[config.mk]
export PLATFORM = sky130hd
export DESIGN_NAME = forward_unit
export DESIGN_NICKNAME = d
export VERILOG_FILES = /design/src/isa_pkg.sv /design/src/pipe_pkg.sv /design/src/forward_unit.sv
export SDC_FILE = /design/constraint.sdc
export NUM_CORES = 1
export LEC_CHECK = 0
export BUFFER_PORTS_ARGS = -buffer_cell sky130_fd_sc_hd__buf_2
export CORE_MARGIN = 2
export CORE_UTILIZATION = 56
export DETAILED_ROUTE_END_ITERATION = 6
export PLACE_DENSITY_LB_ADDON = 0.2
export RECOVER_POWER = 25
export SYNTH_ARGS = -nofsm -noshare
export SYNTH_HDL_FRONTEND = slang
export SYNTH_SLANG_ARGS = --single-unit
[constraint.sdc]
create_clock -name vclk -period 3.4
set_input_delay 0.51 -clock vclk [all_inputs]
set_output_delay 0.51 -clock vclk [all_outputs]
set_load 0.01 [all_outputs]
[src/isa_pkg.sv]
package isa_pkg;

  // --------------------------------------------------
  // instruction fields
  // --------------------------------------------------
  typedef logic [6:0] opcode_t;
  typedef logic [4:0] reg_addr_t;

  localparam opcode_t OPC_OP     = 7'b0110011; // register-register ops
  localparam opcode_t OPC_OP_IMM = 7'b0010011; // register-immediate ops

  // funct3 values of the kept ops
  localparam logic [2:0] F3_ADD_SUB = 3'b000;
  localparam logic [2:0] F3_SLL     = 3'b001;
  localparam logic [2:0] F3_SLT     = 3'b010;
  localparam logic [2:0] F3_XOR     = 3'b100;
  localparam logic [2:0] F3_SRL     = 3'b101;
  localparam logic [2:0] F3_OR      = 3'b110;
  localparam logic [2:0] F3_AND     = 3'b111;

  localparam logic [6:0] F7_ALT = 7'b0100000; // turns add into sub

  // --------------------------------------------------
  // alu operations
  // --------------------------------------------------
  typedef enum logic [3:0] {
    ALU_ADD,
    ALU_SUB,
    ALU_AND,
    ALU_OR,
    ALU_XOR,
    ALU_SLL,
    ALU_SRL,
    ALU_SLT
  } alu_op_t;

endpackage

[src/pipe_pkg.sv]
package pipe_pkg;

  // --------------------------------------------------
  // operand sources for the bypass network
  // --------------------------------------------------
  // ex sources carry the alu output of the pair one ahead,
  // wb sources the registered result of the pair two ahead
  typedef enum logic [2:0] {
    FWD_RF,   // register file, also used for x0
    FWD_EX_A,
    FWD_EX_B,
    FWD_WB_A,
    FWD_WB_B
  } fwd_src_t;

endpackage

[src/forward_unit.sv]
`timescale 1ns/1ps

module forward_unit (
  input  isa_pkg::reg_addr_t  rs1_a,
  input  isa_pkg::reg_addr_t  rs2_a,
  input  isa_pkg::reg_addr_t  rs1_b,
  input  isa_pkg::reg_addr_t  rs2_b,
  input  isa_pkg::reg_addr_t  ex_rd_a,
  input  logic                ex_wr_a,
  input  isa_pkg::reg_addr_t  ex_rd_b,
  input  logic                ex_wr_b,
  input  isa_pkg::reg_addr_t  wb_rd_a,
  input  logic                wb_wr_a,
  input  isa_pkg::reg_addr_t  wb_rd_b,
  input  logic                wb_wr_b,
  output pipe_pkg::fwd_src_t  sel_rs1_a,
  output pipe_pkg::fwd_src_t  sel_rs2_a,
  output pipe_pkg::fwd_src_t  sel_rs1_b,
  output pipe_pkg::fwd_src_t  sel_rs2_b
);

  // newest producer first, lane b younger than lane a
  function automatic pipe_pkg::fwd_src_t pick(
    input isa_pkg::reg_addr_t rs,
    input isa_pkg::reg_addr_t exa, input logic exa_wr,
    input isa_pkg::reg_addr_t exb, input logic exb_wr,
    input isa_pkg::reg_addr_t wba, input logic wba_wr,
    input isa_pkg::reg_addr_t wbb, input logic wbb_wr
  );
    if (rs == '0)                    return pipe_pkg::FWD_RF; // x0 is never bypassed
    else if (exb_wr && (exb == rs)) return pipe_pkg::FWD_EX_B;
    else if (exa_wr && (exa == rs)) return pipe_pkg::FWD_EX_A;
    else if (wbb_wr && (wbb == rs)) return pipe_pkg::FWD_WB_B;
    else if (wba_wr && (wba == rs)) return pipe_pkg::FWD_WB_A;
    else                             return pipe_pkg::FWD_RF;
  endfunction

  always_comb begin
    sel_rs1_a = pick(rs1_a, ex_rd_a, ex_wr_a, ex_rd_b, ex_wr_b,
                     wb_rd_a, wb_wr_a, wb_rd_b, wb_wr_b);
    sel_rs2_a = pick(rs2_a, ex_rd_a, ex_wr_a, ex_rd_b, ex_wr_b,
                     wb_rd_a, wb_wr_a, wb_rd_b, wb_wr_b);
    sel_rs1_b = pick(rs1_b, ex_rd_a, ex_wr_a, ex_rd_b, ex_wr_b,
                     wb_rd_a, wb_wr_a, wb_rd_b, wb_wr_b);
    sel_rs2_b = pick(rs2_b, ex_rd_a, ex_wr_a, ex_rd_b, ex_wr_b,
                     wb_rd_a, wb_wr_a, wb_rd_b, wb_wr_b);
  end

endmodule

==> results_dict.tcl, run 1 <==
set metrics [dict create \
    status "complete, no violations" \
    holdPathStages 4 \
    peakVddDrop_mv 0.0860 \
    seqCellArea_um2 0 \
    nFillCells 209 \
    via_per_inst 5.85 \
    synth_fa_ha_area_share_pct 0 \
    grt_use_met3_pct 0 \
    tightest_slew_ns 0.349 \
    gp_congestion 0.917 \
    synth.cells.most_frequent "42 x xor2_1, 35 x xnor2_1, 13 x buf_2" \
    setup_tns_ns 0 \
    synth_top_family_by_area "XOR/XNOR gates" \
    rows 17 \
    hold_violations 0 \
    layout.nets 252 \
    dp_slack_ns 1.15 \
    min_path_type "primary input to output pin" \
    vias 1370 \
    syn-cell-area_um2 1350 \
    cap_violations 0 \
    synth_fp_nets 220 \
    yosys.area_share.simple_pct 26.8 \
    ant_nets 0 \
    cp.arrival_ns 1.83 \
    die_area_um2 2810 \
    grt_pass1_wl_um 6050 \
    endpoint_kind "output pin" \
    critPathMaxFanout 4 \
    synth.most_common_cell "xor2_1" \
    synthXorXnorAreaFrac_pct 50.1 \
    holdPathEnd "sel_rs2_b[0]" \
    ctsResizeCount 0 \
    global_route.usage.total_pct 28.9 \
    synth_top_cell_area_share_pct 27.3 \
    use_met2_pct 53.1 \
    cts_hold_buf 0 \
    ios 56 \
    drc 0 \
    muxShareOfSynthArea_pct 0 \
    seq_cells 0 \
    finalMaxSlewViolations 0 \
    slowest_delay_ns 0.33 \
    antennaDiodeCount 0 \
    antenna_found_initial 0 \
    cpMaxStageDelayCell "nor4_1" \
    nClkBuffers 0 \
    finalCritPeriodShare_pct 68.7 \
    die_h_um 53.0 \
    drive_gt1_share_pct 31.1 \
    syn_to_final_growth_pct 10.4 \
    post-route-min-period_ns 2.34 \
    netlist_instances 176 \
    critical_path_class "primary input to output pin" \
    synthTopCellsByArea "xor2_1 27%, xnor2_1 23%, buf_2 4.8%" \
    grt_max_degree 9 \
    synth_compound_area_share_pct 10.2 \
    cellLeakagePower_nw 0.621 \
    postCtsSetupBuffers 0 \
    power_density_nw_per_um2 124 \
    rsz0062_at_grt "no" \
    required_ns 2.89 \
    grt_pass1_vias 1257 \
    yosysSeqAreaShare_pct 0 \
    top_usage_layer "met2" \
    syn_avg_cell_area_um2 7.65 \
    totalWireLength_um 3770 \
    drt_iter0_drc 28 \
    setup_violations 0 \
    yosysWarningCount 0 \
    portBuffers 56 \
    finalWorstSetupSlack_ns 1.06 \
    gr-total-overflow 0 \
    hold_path_startpoint "ex_wr_a" \
    dpl.hpwl_um 3130 \
    core_area_um2 2230 \
    die_w_um 53.0 \
    start_kind "primary input" \
    fmax_mhz 428 \
    wire_per_inst_um 16.1 \
    floorplan.initialDensity_pct 60.3 \
    synth.distinct_cells 32 \
    yosysTopAreaCell "xor2_1" \
    max_slew_margin_pct 76.5 \
    dr.pass1.iters 4 \
    use_met1_pct 38.4 \
    path_cells "clkbuf_1 -> xor2_1 -> nor4_1 -> nand3_1 -> a211oi_1 -> buf_2" \
]
layout by cell type (no fill, tap or decap), types with 3 or more instances in the layout:
cell type / instances
buf_2: 54
xor2_1: 42
xnor2_1: 35
nor4_1: 8
nand2_1: 7
nor2_1: 6
nand4_1: 5
o2111ai_1: 5
and3_1: 4
nand3_1: 4
nor4_2: 3
a211oi_1: 3
nor3_1: 3
cell families after synthesis:
logic type / count (synthesis)
AND/OR/NAND/NOR: 55
XOR/XNOR: 77
AO/OA/AOI/OAI: 16
buffers and inverters: 28
layout make-up:
cell class	instances	area, um2	area share, %
Inverter	2	7.51	0.505
Multi-Input combinational cell	148	1170	78.5
Tap cell	28	35.0	2.36
Timing Repair Buffer	56	278	18.7
worst max-delay path by stage:
stage,endpoint,start,slack (ns)
2_1_floorplan,sel_rs2_b[1],rs2_b[0],1.31
3_3_place_gp,sel_rs2_a[0],wb_rd_a[2],1.21
3_5_place_dp,sel_rs1_a[1],wb_rd_a[2],1.15
4_1_cts,sel_rs1_a[1],wb_rd_a[2],1.15
5_1_grt,sel_rs1_a[0],ex_rd_a[2],0.97
6_report,sel_rs1_b[0],ex_rd_a[2],1.06
worst max-delay path: cells and delay by family:
kind,cells,cell delay (ns)
AOI/OAI and AO/OA,1,0.27
buffers and inverters,2,0.44
xor gates and xnor gates,1,0.12
and+or+nand+nor,2,0.49
through the flow:
step	total power, mW	instance area [um2]	util [%]	std cells	hold WS, ns
after global placement	0.177	1500	66.9	234	1.44
after global routing	0.202	1490	66.6	234	1.48
final	0.185	1490	66.6	234	1.45
after floorplan	0.136	1350	-	176	1.16
after CTS	0.186	1500	66.9	234	1.45
after detailed placement	0.185	1500	66.9	234	1.45
where the power goes:
group / internal [mW] / switching, mW / total, mW
Combinational: 0.0807 / 0.104 / 0.185
Sequential: 0 / 0 / 0
Clock: 0 / 0 / 0
layer usage:
metal  wire, um  vias to the layer above  part of all wire (%)
met4         24                        0                  0.64
li1           -                      666                     -
met1       1590                      632                    42
met2       1830                       68                    49
met5          0                        -                     0
met3        317                        4                   8.4
Note: power is estimated with default switching activity, not from simulation.
==> run 2: changes to the inputs <==
Settings changed: CORE_UTILIZATION 56 to 47.
Clock period 3.4 ns to 2 ns, I/O delays scaled along.
==> results_dict.tcl, run 2 (synthesized netlist as in run 1, its figures left out) <==
set metrics [dict create \
    setup_violations 0 \
    drt_iter0_drc 38 \
    setup_tns_ns 0 \
    ctsResizeCount 0 \
    min_path_type "primary input to output pin" \
    via_per_inst 5.72 \
    ios 56 \
    core_area_um2 2730 \
    totalWireLength_um 3800 \
    fin_area_um2 1500 \
    postCtsSetupBuffers 0 \
    nClkBuffers 0 \
    dpl.hpwl_um 3140 \
    finalMaxSlewViolations 0 \
    nFillCells 275 \
    multi_input_area_um2 1170 \
    cap_violations 0 \
    critPathMaxFanout 4 \
    max_slew_margin_pct 71.8 \
    critical_path_class "primary input to output pin" \
    dpl_cell_area_um2 1500 \
    hold_violations 0 \
    floorplan.initialDensity_pct 49.2 \
    post-route-min-period_ns 1.89 \
    final_cell_mix "53 x buf_2, 42 x xor2_1, 35 x xnor2_1, 7 x nand2_1, 7 x nor4_1" \
    timing.hold.ws_ns 1.03 \
    start_kind "primary input" \
    drive_gt1_share_pct 31.1 \
    ant_nets 0 \
    drc 0 \
    portBuffers 56 \
    rsz0062_at_grt "no" \
    syn_to_final_growth_pct 11.1 \
    dp_slack_ns 0.139 \
    cellLeakagePower_nw 0.614 \
    tightest_slew_ns 0.419 \
    grt_pass1_wl_um 6110 \
    vias 1356 \
    peakVddDrop_mv 0.136 \
    power_density_nw_per_um2 210 \
    gp_congestion 0.931 \
    wire_per_inst_um 16.0 \
    cts_hold_buf 0 \
    endpoint_kind "output pin" \
    seqCellArea_um2 0 \
    die_w_um 57.5 \
    layout.nets 252 \
    die_area_um2 3310 \
    die_h_um 57.5 \
    status "complete, no violations" \
    gr-total-overflow 0 \
    antenna_found_initial 0 \
    grt_pass1_vias 1311 \
    seq_cells 0 \
    grt_max_degree 9 \
    rows 19 \
    finalCritPeriodShare_pct 94.5 \
    global_route.usage.total_pct 23.3 \
    mostFrequentLayoutCell "buf_2" \
    cp.arrival_ns 1.59 \
    antennaDiodeCount 0 \
    required_ns 1.70 \
    finalWorstSetupSlack_ns 0.109 \
    fmax_mhz 529 \
    dr.pass1.iters 4 \
    finalPower_mw 0.314 \
]
## run 2: final cells by class
cell class | instances | area share, %
inverter | 2 | 0.502
timing repair buffer | 56 | 18.5
multi-input combinational | 148 | 78.4
tap | 31 | 2.59
## run 2: metal layers
metal  vias up  track usage (%)  routed length [um]  part of all wire (%)
met5         -                0                   0                     0
met4         0             3.65                  68                   1.8
met3         6            0.227                 179                   4.7
met2        55             44.3                1890                    50
met1       635             29.5                1660                    44
li1        660                -                   -                     -
## run 2: power breakdown
part	switching, mW	leakage [nW]	internal (mW)	total [mW]
sequential	0	0	0	0
clock	0	0	0	0
combinational	0.176	0.614	0.138	0.314
## run 2: worst paths after layout
check	from	depth (start not counted)	slack (ns)	endpoint
max	ex_rd_a[2]	6	0.11	sel_rs2_a[0]
min	ex_wr_b	4	1.03	sel_rs2_b[1]
## run 2: per-stage QoR
step | cells | util, %
3_3_place_gp | 237 | 54.8
2_1_floorplan | 176 | -
4_1_cts | 237 | 54.8
3_5_place_dp | 237 | 54.8
6_report | 237 | 54.7
5_1_grt | 237 | 54.7
## run 2: critical path, stage by stage
cell and delay (ns):
buf_2 0.15, xor2_1 0.17, nor4_1 0.42, nand3_1 0.19, a211oi_2 0.21, buf_2 0.16
