<file path="src/isa_pkg.sv">
package isa_pkg;

  // --------------------------------------------------
  // instruction fields
  // --------------------------------------------------
  typedef logic [6:0] opcode_t;
  typedef logic [4:0] reg_addr_t;

  localparam opcode_t OPC_OP     = 7'b0110011; // register-register ops
  localparam opcode_t OPC_OP_IMM = 7'b0010011; // register-immediate ops

  // funct3 values of the kept ops
  localparam logic [2:0] F3_ADD_SUB = 3'b000;
  localparam logic [2:0] F3_SLL     = 3'b001;
  localparam logic [2:0] F3_SLT     = 3'b010;
  localparam logic [2:0] F3_XOR     = 3'b100;
  localparam logic [2:0] F3_SRL     = 3'b101;
  localparam logic [2:0] F3_OR      = 3'b110;
  localparam logic [2:0] F3_AND     = 3'b111;

  localparam logic [6:0] F7_ALT = 7'b0100000; // turns add into sub

  // --------------------------------------------------
  // alu operations
  // --------------------------------------------------
  typedef enum logic [3:0] {
    ALU_ADD,
    ALU_SUB,
    ALU_AND,
    ALU_OR,
    ALU_XOR,
    ALU_SLL,
    ALU_SRL,
    ALU_SLT
  } alu_op_t;

endpackage

</file>
<file path="src/instr_decoder.sv">
`timescale 1ns/1ps

module instr_decoder #(
  parameter int XLEN = 64
) (
  input  logic [31:0]        instr,
  output isa_pkg::alu_op_t   alu_op,
  output isa_pkg::reg_addr_t rd,
  output isa_pkg::reg_addr_t rs1,
  output isa_pkg::reg_addr_t rs2,
  output logic               use_imm,
  output logic [XLEN-1:0]    imm,
  output logic               wr_en
);

  isa_pkg::opcode_t opcode;
  logic [2:0]       funct3;
  logic [6:0]       funct7;

  assign opcode = instr[6:0];
  assign funct3 = instr[14:12];
  assign funct7 = instr[31:25];

  assign rd  = instr[11:7];
  assign rs1 = instr[19:15];
  assign rs2 = instr[24:20];
  assign imm = {{(XLEN-12){instr[31]}}, instr[31:20]}; // i-type, sign extended

  always_comb begin
    alu_op  = isa_pkg::ALU_ADD;
    use_imm = 1'b0;
    wr_en   = 1'b0; // anything not matched below writes nothing
    if (opcode == isa_pkg::OPC_OP) begin
      wr_en = (funct7 == 7'b0);
      case (funct3)
        isa_pkg::F3_ADD_SUB: begin
          alu_op = (funct7 == isa_pkg::F7_ALT) ? isa_pkg::ALU_SUB : isa_pkg::ALU_ADD;
          wr_en  = (funct7 == 7'b0) || (funct7 == isa_pkg::F7_ALT);
        end
        isa_pkg::F3_SLL: alu_op = isa_pkg::ALU_SLL;
        isa_pkg::F3_SLT: alu_op = isa_pkg::ALU_SLT;
        isa_pkg::F3_XOR: alu_op = isa_pkg::ALU_XOR;
        isa_pkg::F3_SRL: alu_op = isa_pkg::ALU_SRL; // sra has F7_ALT, not kept
        isa_pkg::F3_OR:  alu_op = isa_pkg::ALU_OR;
        isa_pkg::F3_AND: alu_op = isa_pkg::ALU_AND;
        default:         wr_en  = 1'b0; // sltu
      endcase
    end else if (opcode == isa_pkg::OPC_OP_IMM) begin
      use_imm = 1'b1;
      wr_en   = 1'b1;
      case (funct3)
        isa_pkg::F3_ADD_SUB: alu_op = isa_pkg::ALU_ADD;
        isa_pkg::F3_SLT:     alu_op = isa_pkg::ALU_SLT;
        isa_pkg::F3_XOR:     alu_op = isa_pkg::ALU_XOR;
        isa_pkg::F3_OR:      alu_op = isa_pkg::ALU_OR;
        isa_pkg::F3_AND:     alu_op = isa_pkg::ALU_AND;
        default:             wr_en  = 1'b0; // immediate shifts and sltiu
      endcase
    end
  end

endmodule

</file>
<file path="src/decode_stage.sv">
`timescale 1ns/1ps

module decode_stage #(
  parameter int XLEN = 64
) (
  input  logic               clk,
  input  logic               reset,
  input  logic               issue_valid,
  input  logic [31:0]        instr_a,
  input  logic [31:0]        instr_b,
  output isa_pkg::alu_op_t   alu_op_a,
  output isa_pkg::reg_addr_t rd_a,
  output isa_pkg::reg_addr_t rs1_a,
  output isa_pkg::reg_addr_t rs2_a,
  output logic               use_imm_a,
  output logic [XLEN-1:0]    imm_a,
  output logic               wr_en_a,
  output isa_pkg::alu_op_t   alu_op_b,
  output isa_pkg::reg_addr_t rd_b,
  output isa_pkg::reg_addr_t rs1_b,
  output isa_pkg::reg_addr_t rs2_b,
  output logic               use_imm_b,
  output logic [XLEN-1:0]    imm_b,
  output logic               wr_en_b
);

  logic        pair_valid;
  logic [31:0] pair_a;     // older instruction
  logic [31:0] pair_b;
  logic        dec_wr_a;
  logic        dec_wr_b;

  always_ff @(posedge clk) begin
    if (reset) begin
      pair_valid <= 1'b0;
    end else begin
      pair_valid <= issue_valid; // low issue turns into a bubble
    end
  end

  always_ff @(posedge clk) begin
    if (issue_valid) begin
      pair_a <= instr_a;
      pair_b <= instr_b;
    end
  end

  instr_decoder #(.XLEN(XLEN)) u_dec_a (
    .instr(pair_a), .alu_op(alu_op_a), .rd(rd_a), .rs1(rs1_a), .rs2(rs2_a),
    .use_imm(use_imm_a), .imm(imm_a), .wr_en(dec_wr_a)
  );

  instr_decoder #(.XLEN(XLEN)) u_dec_b (
    .instr(pair_b), .alu_op(alu_op_b), .rd(rd_b), .rs1(rs1_b), .rs2(rs2_b),
    .use_imm(use_imm_b), .imm(imm_b), .wr_en(dec_wr_b)
  );

  assign wr_en_a = pair_valid & dec_wr_a;
  assign wr_en_b = pair_valid & dec_wr_b;

  // lane b has no path to lane a's result in the same pair
  a_no_intra_pair_dep : assert property (@(posedge clk) disable iff (reset)
    (wr_en_a && wr_en_b && (rd_a != '0)) |->
      ((rs1_b != rd_a) && (use_imm_b || (rs2_b != rd_a))));

endmodule

</file>
<file path="config.mk">
export PLATFORM = sky130hd
export DESIGN_NAME = decode_stage
export DESIGN_NICKNAME = d
export VERILOG_FILES = /design/src/isa_pkg.sv /design/src/instr_decoder.sv /design/src/decode_stage.sv
export SDC_FILE = /design/constraint.sdc
export NUM_CORES = 1
export LEC_CHECK = 0
export BUFFER_PORTS_ARGS = -buffer_cell sky130_fd_sc_hd__buf_2
export CAP_MARGIN = 15
export CORE_MARGIN = 5
export CORE_UTILIZATION = 40
export CTS_CLUSTER_SIZE = 30
export DETAILED_ROUTE_END_ITERATION = 7
export PLACE_DENSITY = 0.78
export SLEW_MARGIN = 20
export SYNTH_ARGS = -nofsm -noshare
export SYNTH_HDL_FRONTEND = slang
export SYNTH_SLANG_ARGS = --single-unit
</file>
<file path="constraint.sdc">
create_clock -name clk -period 2.1 [get_ports clk]
set_clock_uncertainty 0.05 [all_clocks]
set_input_delay 0 -clock clk [delete_from_list [all_inputs] [get_ports clk]]
set_output_delay 0 -clock clk [all_outputs]
set_load 0.03 [all_outputs]
</file>
==> impl_metrics.csv, run 1 <==
group,metric,value,unit
routing,num_vias,2182,
grt,antenna_found_initial,0,
die,die_w,103.0,um
sta,rsz0062_at_grt,"true",
yosys,yosysUniqueCellTypes,27,
final_layout,antenna_cells,0,
final_layout,fin_area,4497,sq um
grt,grt.overflow.total,0,
final_layout,fin_nets,493,
yosys,ys_seq_area_share,56.19,%
yosys,avgSynthCellArea,12.57,sq um
sta,drv_slew,0,
final_layout,syn2layout_area_growth,30.12,%
worst_setup_path,cp.arrival,1970,ps
worst_setup_path,end_kind,"primary output",
clock_network,cts_tree,"built",
yosys,synth_cells,275,
clock_network,cts-root-buf,"clkbuf_8",
die,die_height,103.0,um
sta,hold_slack,151.5,ps
yosys,ys_seq_elements,65,
routing,drtAntennaViolNets,0,
placed_design,routabilityCongestion,0.6787,
yosys,synthArstFlopShare,0,%
sta,fmax,0.4948,GHz
clock_network,postCtsSetupBuffers,0,
yosys,synth_area,3456,sq um
clock_network,cts-htree-levels,3,
yosys,yosys_warnings,0,
sta,worst_pin_slew,566.1,ps
grt,grt_start_max_net_pins,54,
worst_setup_path,cp_max_fo,2,
placed_design,port_buffers,234,
yosys,synth-edff-count,64,
die,io_pins,237,
worst_setup_path,critical_path_class,"flop to primary output",
placed_design,place_inst,458,
worst_setup_path,startpoint_type,"flop",
routing,routedWlPerCell,14.34,um
pwr,ir_drop,453.4,uV
placed_design,place_area,3633,sq um
die,die-area,10600,sq um
sta,finalSetupViolations,0,
clock_network,numCtsBuffers,9,
die,fp-row-count,34,
sta,finalHoldViolCount,0,
sta,min_period,2021,ps
grt,grtUsageTotal,13.76,%
min_path,min-delay-path-class,"primary input to flop",
routing,wirelength,7.716,mm
pwr,power_density,794.6,nW/um^2
worst_setup_path,required,2050,ps
sta,post-route-period-util,96.24,%
clock_network,cts.sinks,65,
pwr,leakage,0.002056,uW
final_layout,instances_no_fill,538,
pwr,power,3573,uW
grt,grt_pass1_vias,2195,
routing,vias_per_cell,4.056,
outcome,status,"finished clean",
placed_design,hpwl,5.386,mm
sta,relSlewSlack,62.26,%
sta,setup_tns,0,ps
die,coreArea,8551,sq um
clock_network,clkTransAtPathRegs,70,ps
final_layout,layout-drive-gt1-share,60.23,%
routing,dr.first_iter.drc_count,82,
clock_network,clk_path_buf_depth,2,
job,cap_violations,0,
routing,remaining_drc_errors,0,
yosys,synth_top_flop_cell,"edfxtp_1",
grt,grt_pass1_wl,10.87,mm
routing,drt_first_pass_iters,4,
die,initial_utilization,40.42,%
[power by group]
part           leakage (uW)  switching, uW  internal, uW  total [uW]
registers          0.000635           62.9          1540        1600
logic               0.00133            695           307        1000
clock network     0.0000910            438           530         968
total               0.00206           1200          2380        3570
[flip-flops by register name, summed over array words and instances (netlist names)]
signal and cells:
pair_a 32, pair_b 32, pair_valid 1
[synth_stat cells (3+ instances only)]
cell	number	share of area (%)
a21oi_1	5	0.72
buf_4	160	35
nand2_1	6	0.65
buf_2	3	0.43
edfxtp_1	64	56
nor2_1	4	0.43
o21ai_0	4	0.58
a211oi_1	4	0.87
[through the flow]
step | setup slack (ps) | utilization [%]
after global routing | -63.62 | 52.59
final | 78.88 | 52.59
after detailed placement | 356.0 | 42.49
after CTS | 9.615 | 52.27
after global placement | 381.6 | 42.49
after floorplan | -51.06 | -
[placed cells by master, fill, tap and decap left out, drive strengths merged, types with 2 or more instances in the layout]
cell type | Yosys | final
a2111oi | 2 | 2
a211oi | 4 | 4
a21oi | 5 | 5
buf | 163 | 237
clkbuf | 0 | 10
clkinv | 0 | 4
conb | 1 | 2
dlygate4sd3 | 0 | 65
edfxtp | 64 | 64
inv | 2 | 2
nand2 | 6 | 6
nor2 | 4 | 4
nor2b | 2 | 2
nor3 | 3 | 3
o21ai | 6 | 6
or4 | 2 | 2
[timing repair]
item	in CTS	in global routing
pin swaps	0	0
hold buffers	65	0
endpoints found under the setup margin	4	4
hold endpoints to repair	65	0
resized for setup	4	5
[layer usage]
metal	GRT usage [%]	vias to the layer above	share of wire (%)
met5	0	-	0
met4	5.677	0	1.5
met3	6.089	13	9.4
met2	24.67	105	57
met1	13.86	988	32
li1	-	1076	-
[final timing paths]
kind   startpoint     endpoint  slack, ps  cells after the start
max    pair_a[28]  alu_op_a[0]         80                      5
min   issue_valid   pair_b[23]        150                      1
[worst max-delay path, cell delays in order (launching register included)]
cell,delay [ps]
edfxtp_1,380
or4_4,550
nor3_4,170
a211oi_1,130
a2111oi_4,200
buf_4,210
[kinds of logic after synthesis]
| logic type | after synthesis | share of synthesized area [%] |
|---|---|---|
| buf+inv | 165 | 35.41 |
| flops | 65 | 56.19 |
| other cells | 1 | 0.1085 |
| compound gates | 21 | 4.128 |
| simple gates | 22 | 3.874 |
| mux | 1 | 0.2897 |
[layout make-up]
| type | instances | area [sq um] |
|---|---|---|
| fill | 741 | 4054 |
| sequential | 65 | 1942 |
| timing repair buffer | 302 | 1871 |
| multi-input combinational | 46 | 366.6 |
| tap | 108 | 135.1 |
| clock buffer | 10 | 127.6 |
| clock inverter | 5 | 47.55 |
| inverter | 2 | 7.507 |
No activity file was read; power rests on OpenSTA's default activity.
==> run 2: changes to the inputs <==
--- a/config.mk
+++ b/config.mk
@@ -5,13 +5,14 @@
 export SDC_FILE = /design/constraint.sdc
 export NUM_CORES = 1
 export LEC_CHECK = 0
+export ABC_AREA = 1
 export BUFFER_PORTS_ARGS = -buffer_cell sky130_fd_sc_hd__buf_2
 export CAP_MARGIN = 15
 export CORE_MARGIN = 5
 export CORE_UTILIZATION = 40
 export CTS_CLUSTER_SIZE = 30
 export DETAILED_ROUTE_END_ITERATION = 7
-export PLACE_DENSITY = 0.78
+export PLACE_DENSITY = 0.77
 export SLEW_MARGIN = 20
 export SYNTH_ARGS = -nofsm -noshare
 export SYNTH_HDL_FRONTEND = slang
==> run 2 against run 1 <==
  * Cell count increased by 11%
  * Maximum frequency rose by 20%
  * First-iteration DRC count is 130% higher
  * Via count rose by 16%
  * Synthesized cell count grew 19%
==> impl_metrics.csv, run 2 <==
group,metric,value,unit
outcome,status,"finished clean",
pwr,power_density,803.2,nW/um^2
yosys,synth_mux_area_share,0,%
yosys,synth_top_family_by_area,"buffers and inverters",
worst_setup_path,critical_path_class,"flop to primary output",
yosys,synth_area_leader_cell,"edfxtp_1",
die,die-area,10950,sq um
yosys,avgSynthCellArea,10.93,sq um
sta,finalSetupViolations,0,
worst_setup_path,startpoint,"pair_a[13]",
clock_network,cts.sinks,65,
sta,fmax,0.5930,GHz
yosys,synth_compound_area_share,1.955,%
yosys,ys_seq_area_share,54.17,%
die,die_height,104.7,um
final_layout,fillCellCount,699,
routing,remaining_drc_errors,0,
yosys,synth_most_common_cell,"buf_4",
sta,setup_tns,0,ps
job,cap_violations,0,
yosys,yosys.area_share.adder,0,%
sta,post-route-period-util,80.30,%
die,coreArea,8721,sq um
min_path,min-delay-path-class,"primary input to flop",
yosys,yosys.area.top_type_share,53.61,%
final_layout,largest_registers,"pair_a x32, pair_b x32, pair_valid x1",
die,fp-row-count,34,
grt,grt_pass1_vias,2589,
yosys,synth_top_flop_cell,"edfxtp_1",
grt,grt_util_met3,6.967,%
final_layout,multi_input_area,374.1,sq um
grt,grtUsageTotal,15.94,%
routing,num_vias,2526,
clock_network,numCtsBuffers,9,
yosys,yosysUniqueCellTypes,17,
sta,finalHoldViolCount,0,
pwr,ir_drop,557.5,uV
clock_network,cts-htree-levels,3,
final_layout,regArea,1942,sq um
final_layout,fin_nets,550,
final_layout,antenna_cells,0,
clock_network,clkTransAtPathRegs,80,ps
sta,hold_slack,173.2,ps
yosys,ys_seq_elements,65,
routing,wirelength,8.953,mm
sta,drv_slew,0,
grt,gr-usage-met1,15.04,%
grt,busiest_layer,"met2",
final_layout,syn2layout_area_growth,27.47,%
worst_setup_path,cp_max_fo,8,
worst_setup_path,end_kind,"primary output",
yosys,synth_area,3585,sq um
die,io_pins,237,
yosys,yosys_warnings,0,
clock_network,cts-root-buf,"clkbuf_8",
pwr,leakage,0.002231,uW
final_layout,final_cell_mix,"buf_2 (234), dlygate4sd3_1 (65), edfxtp_1 (64), nand2_1 (32), nor2_1 (21)",
grt,grtUsageMet2,29.41,%
grt,grt.overflow.total,0,
worst_setup_path,startpoint_type,"flop",
placed_design,routabilityCongestion,0.7657,
routing,routedWlPerCell,15.02,um
yosys,synth-edff-count,64,
grt,antenna_found_initial,0,
yosys,synth_cells,328,
yosys,synth_xor_area_share,0,%
routing,dr.first_iter.drc_count,185,
placed_design,port_buffers,234,
yosys,synth.area.top_cells,"edfxtp_1 (54%), buf_4 (34%), nand2_1 (3.4%), nor2_1 (2.2%), inv_1 (1.9%)",
final_layout,fin_util,52.40,%
clock_network,cts_resized,0,
final_layout,fin_area,4569,sq um
routing,drtAntennaViolNets,0,
yosys,synthArstFlopShare,0,%
final_layout,layout-drive-gt1-share,52.66,%
clock_network,clk_path_buf_depth,2,
grt,grt_start_max_net_pins,54,
placed_design,place_area,3724,sq um
sta,min_period,1686,ps
clock_network,cts_tree,"built",
die,initial_utilization,41.10,%
grt,grt_pass1_wl,13.74,mm
final_layout,layout_commonest_cell,"buf_2",
placed_design,hpwl,5.918,mm
die,die_w,104.7,um
routing,vias_per_cell,4.238,
routing,drt_first_pass_iters,7,
yosys,synthSimpleGateAreaFrac,8.272,%
sta,rsz0062_at_grt,"false",
min_path,min_from,"issue_valid",
worst_setup_path,cp.arrival,1640,ps
yosys,ys_top_cells_by_count,"buf_4 (160), edfxtp_1 (64), nand2_1 (32), nor2_1 (21), inv_1 (18)",
worst_setup_path,required,2050,ps
-- run 2: cell count changes after synthesis, moves of 3 or more --
cell | previous run | this run
nand3_1 | 1 | 11
inv_1 | 2 | 18
o21ai_0 | 4 | 7
buf_2 | 3 | 0
nand2_1 | 6 | 32
nor2_1 | 4 | 21
a211oi_1 | 4 | 0
-- run 2: stage by stage --
stage	instances	setup slack, ps	total power (uW)
after global routing	596	163.6	3828
after CTS	596	387.7	3670
after global placement	515	808.2	2530
final	596	413.8	3670
after detailed placement	515	768.0	2548
after floorplan	329	148.6	2538
-- run 2: path summary, 6_finish.rpt --
check | end | cells past startpoint
worst max-delay path | wr_en_a | 8
worst min-delay path | pair_valid | 4
-- run 2: critical path, stage by stage, from the launching register on --
cell and delay, ps:
edfxtp_1 510, nor2_2 170, nand2_1 80, nand2_1 60, nand2_1 50, nor2_1 90
nor2_1 60, nor2_1 80, buf_2 200
-- run 2: cell type report --
cell class / count / share of cell area (%)
Sequential cell: 65 / 42.50
Tap cell: 108 / 2.957
Inverter: 19 / 1.561
Multi-Input combinational cell: 85 / 8.187
Timing Repair Buffer: 303 / 40.53
Clock buffer: 10 / 2.793
Clock inverter: 6 / 1.479
-- run 2: what timing repair did --
| action | CTS | global route |
|---|---|---|
| hold buffers | 65 | 0 |
| setup buffers | 0 | 0 |
| hold endpoints to repair | 65 | 0 |
-- run 2: logic make-up (layout without fill, tap and decap cells) --
group                  after synthesis  after routing
buffers and inverters              179            338
AO/OA/AOI/OAI                       14             14
other                                1              2
flip-flops                          65             65
AND/OR/NAND/NOR                     69             69
-- run 2: metal layers --
layer | up-vias | part of all wire [%]
met3 | 20 | 16
met4 | 0 | 2.7
met2 | 191 | 51
met1 | 1105 | 30
li1 | 1210 | -
met5 | - | 0
-- run 2: power by group --
part | switching, uW | leakage [uW] | internal [uW]
logic | 727 | 0.00150 | 306
registers | 50.3 | 0.000635 | 1540
clock network | 495 | 0.0000929 | 552
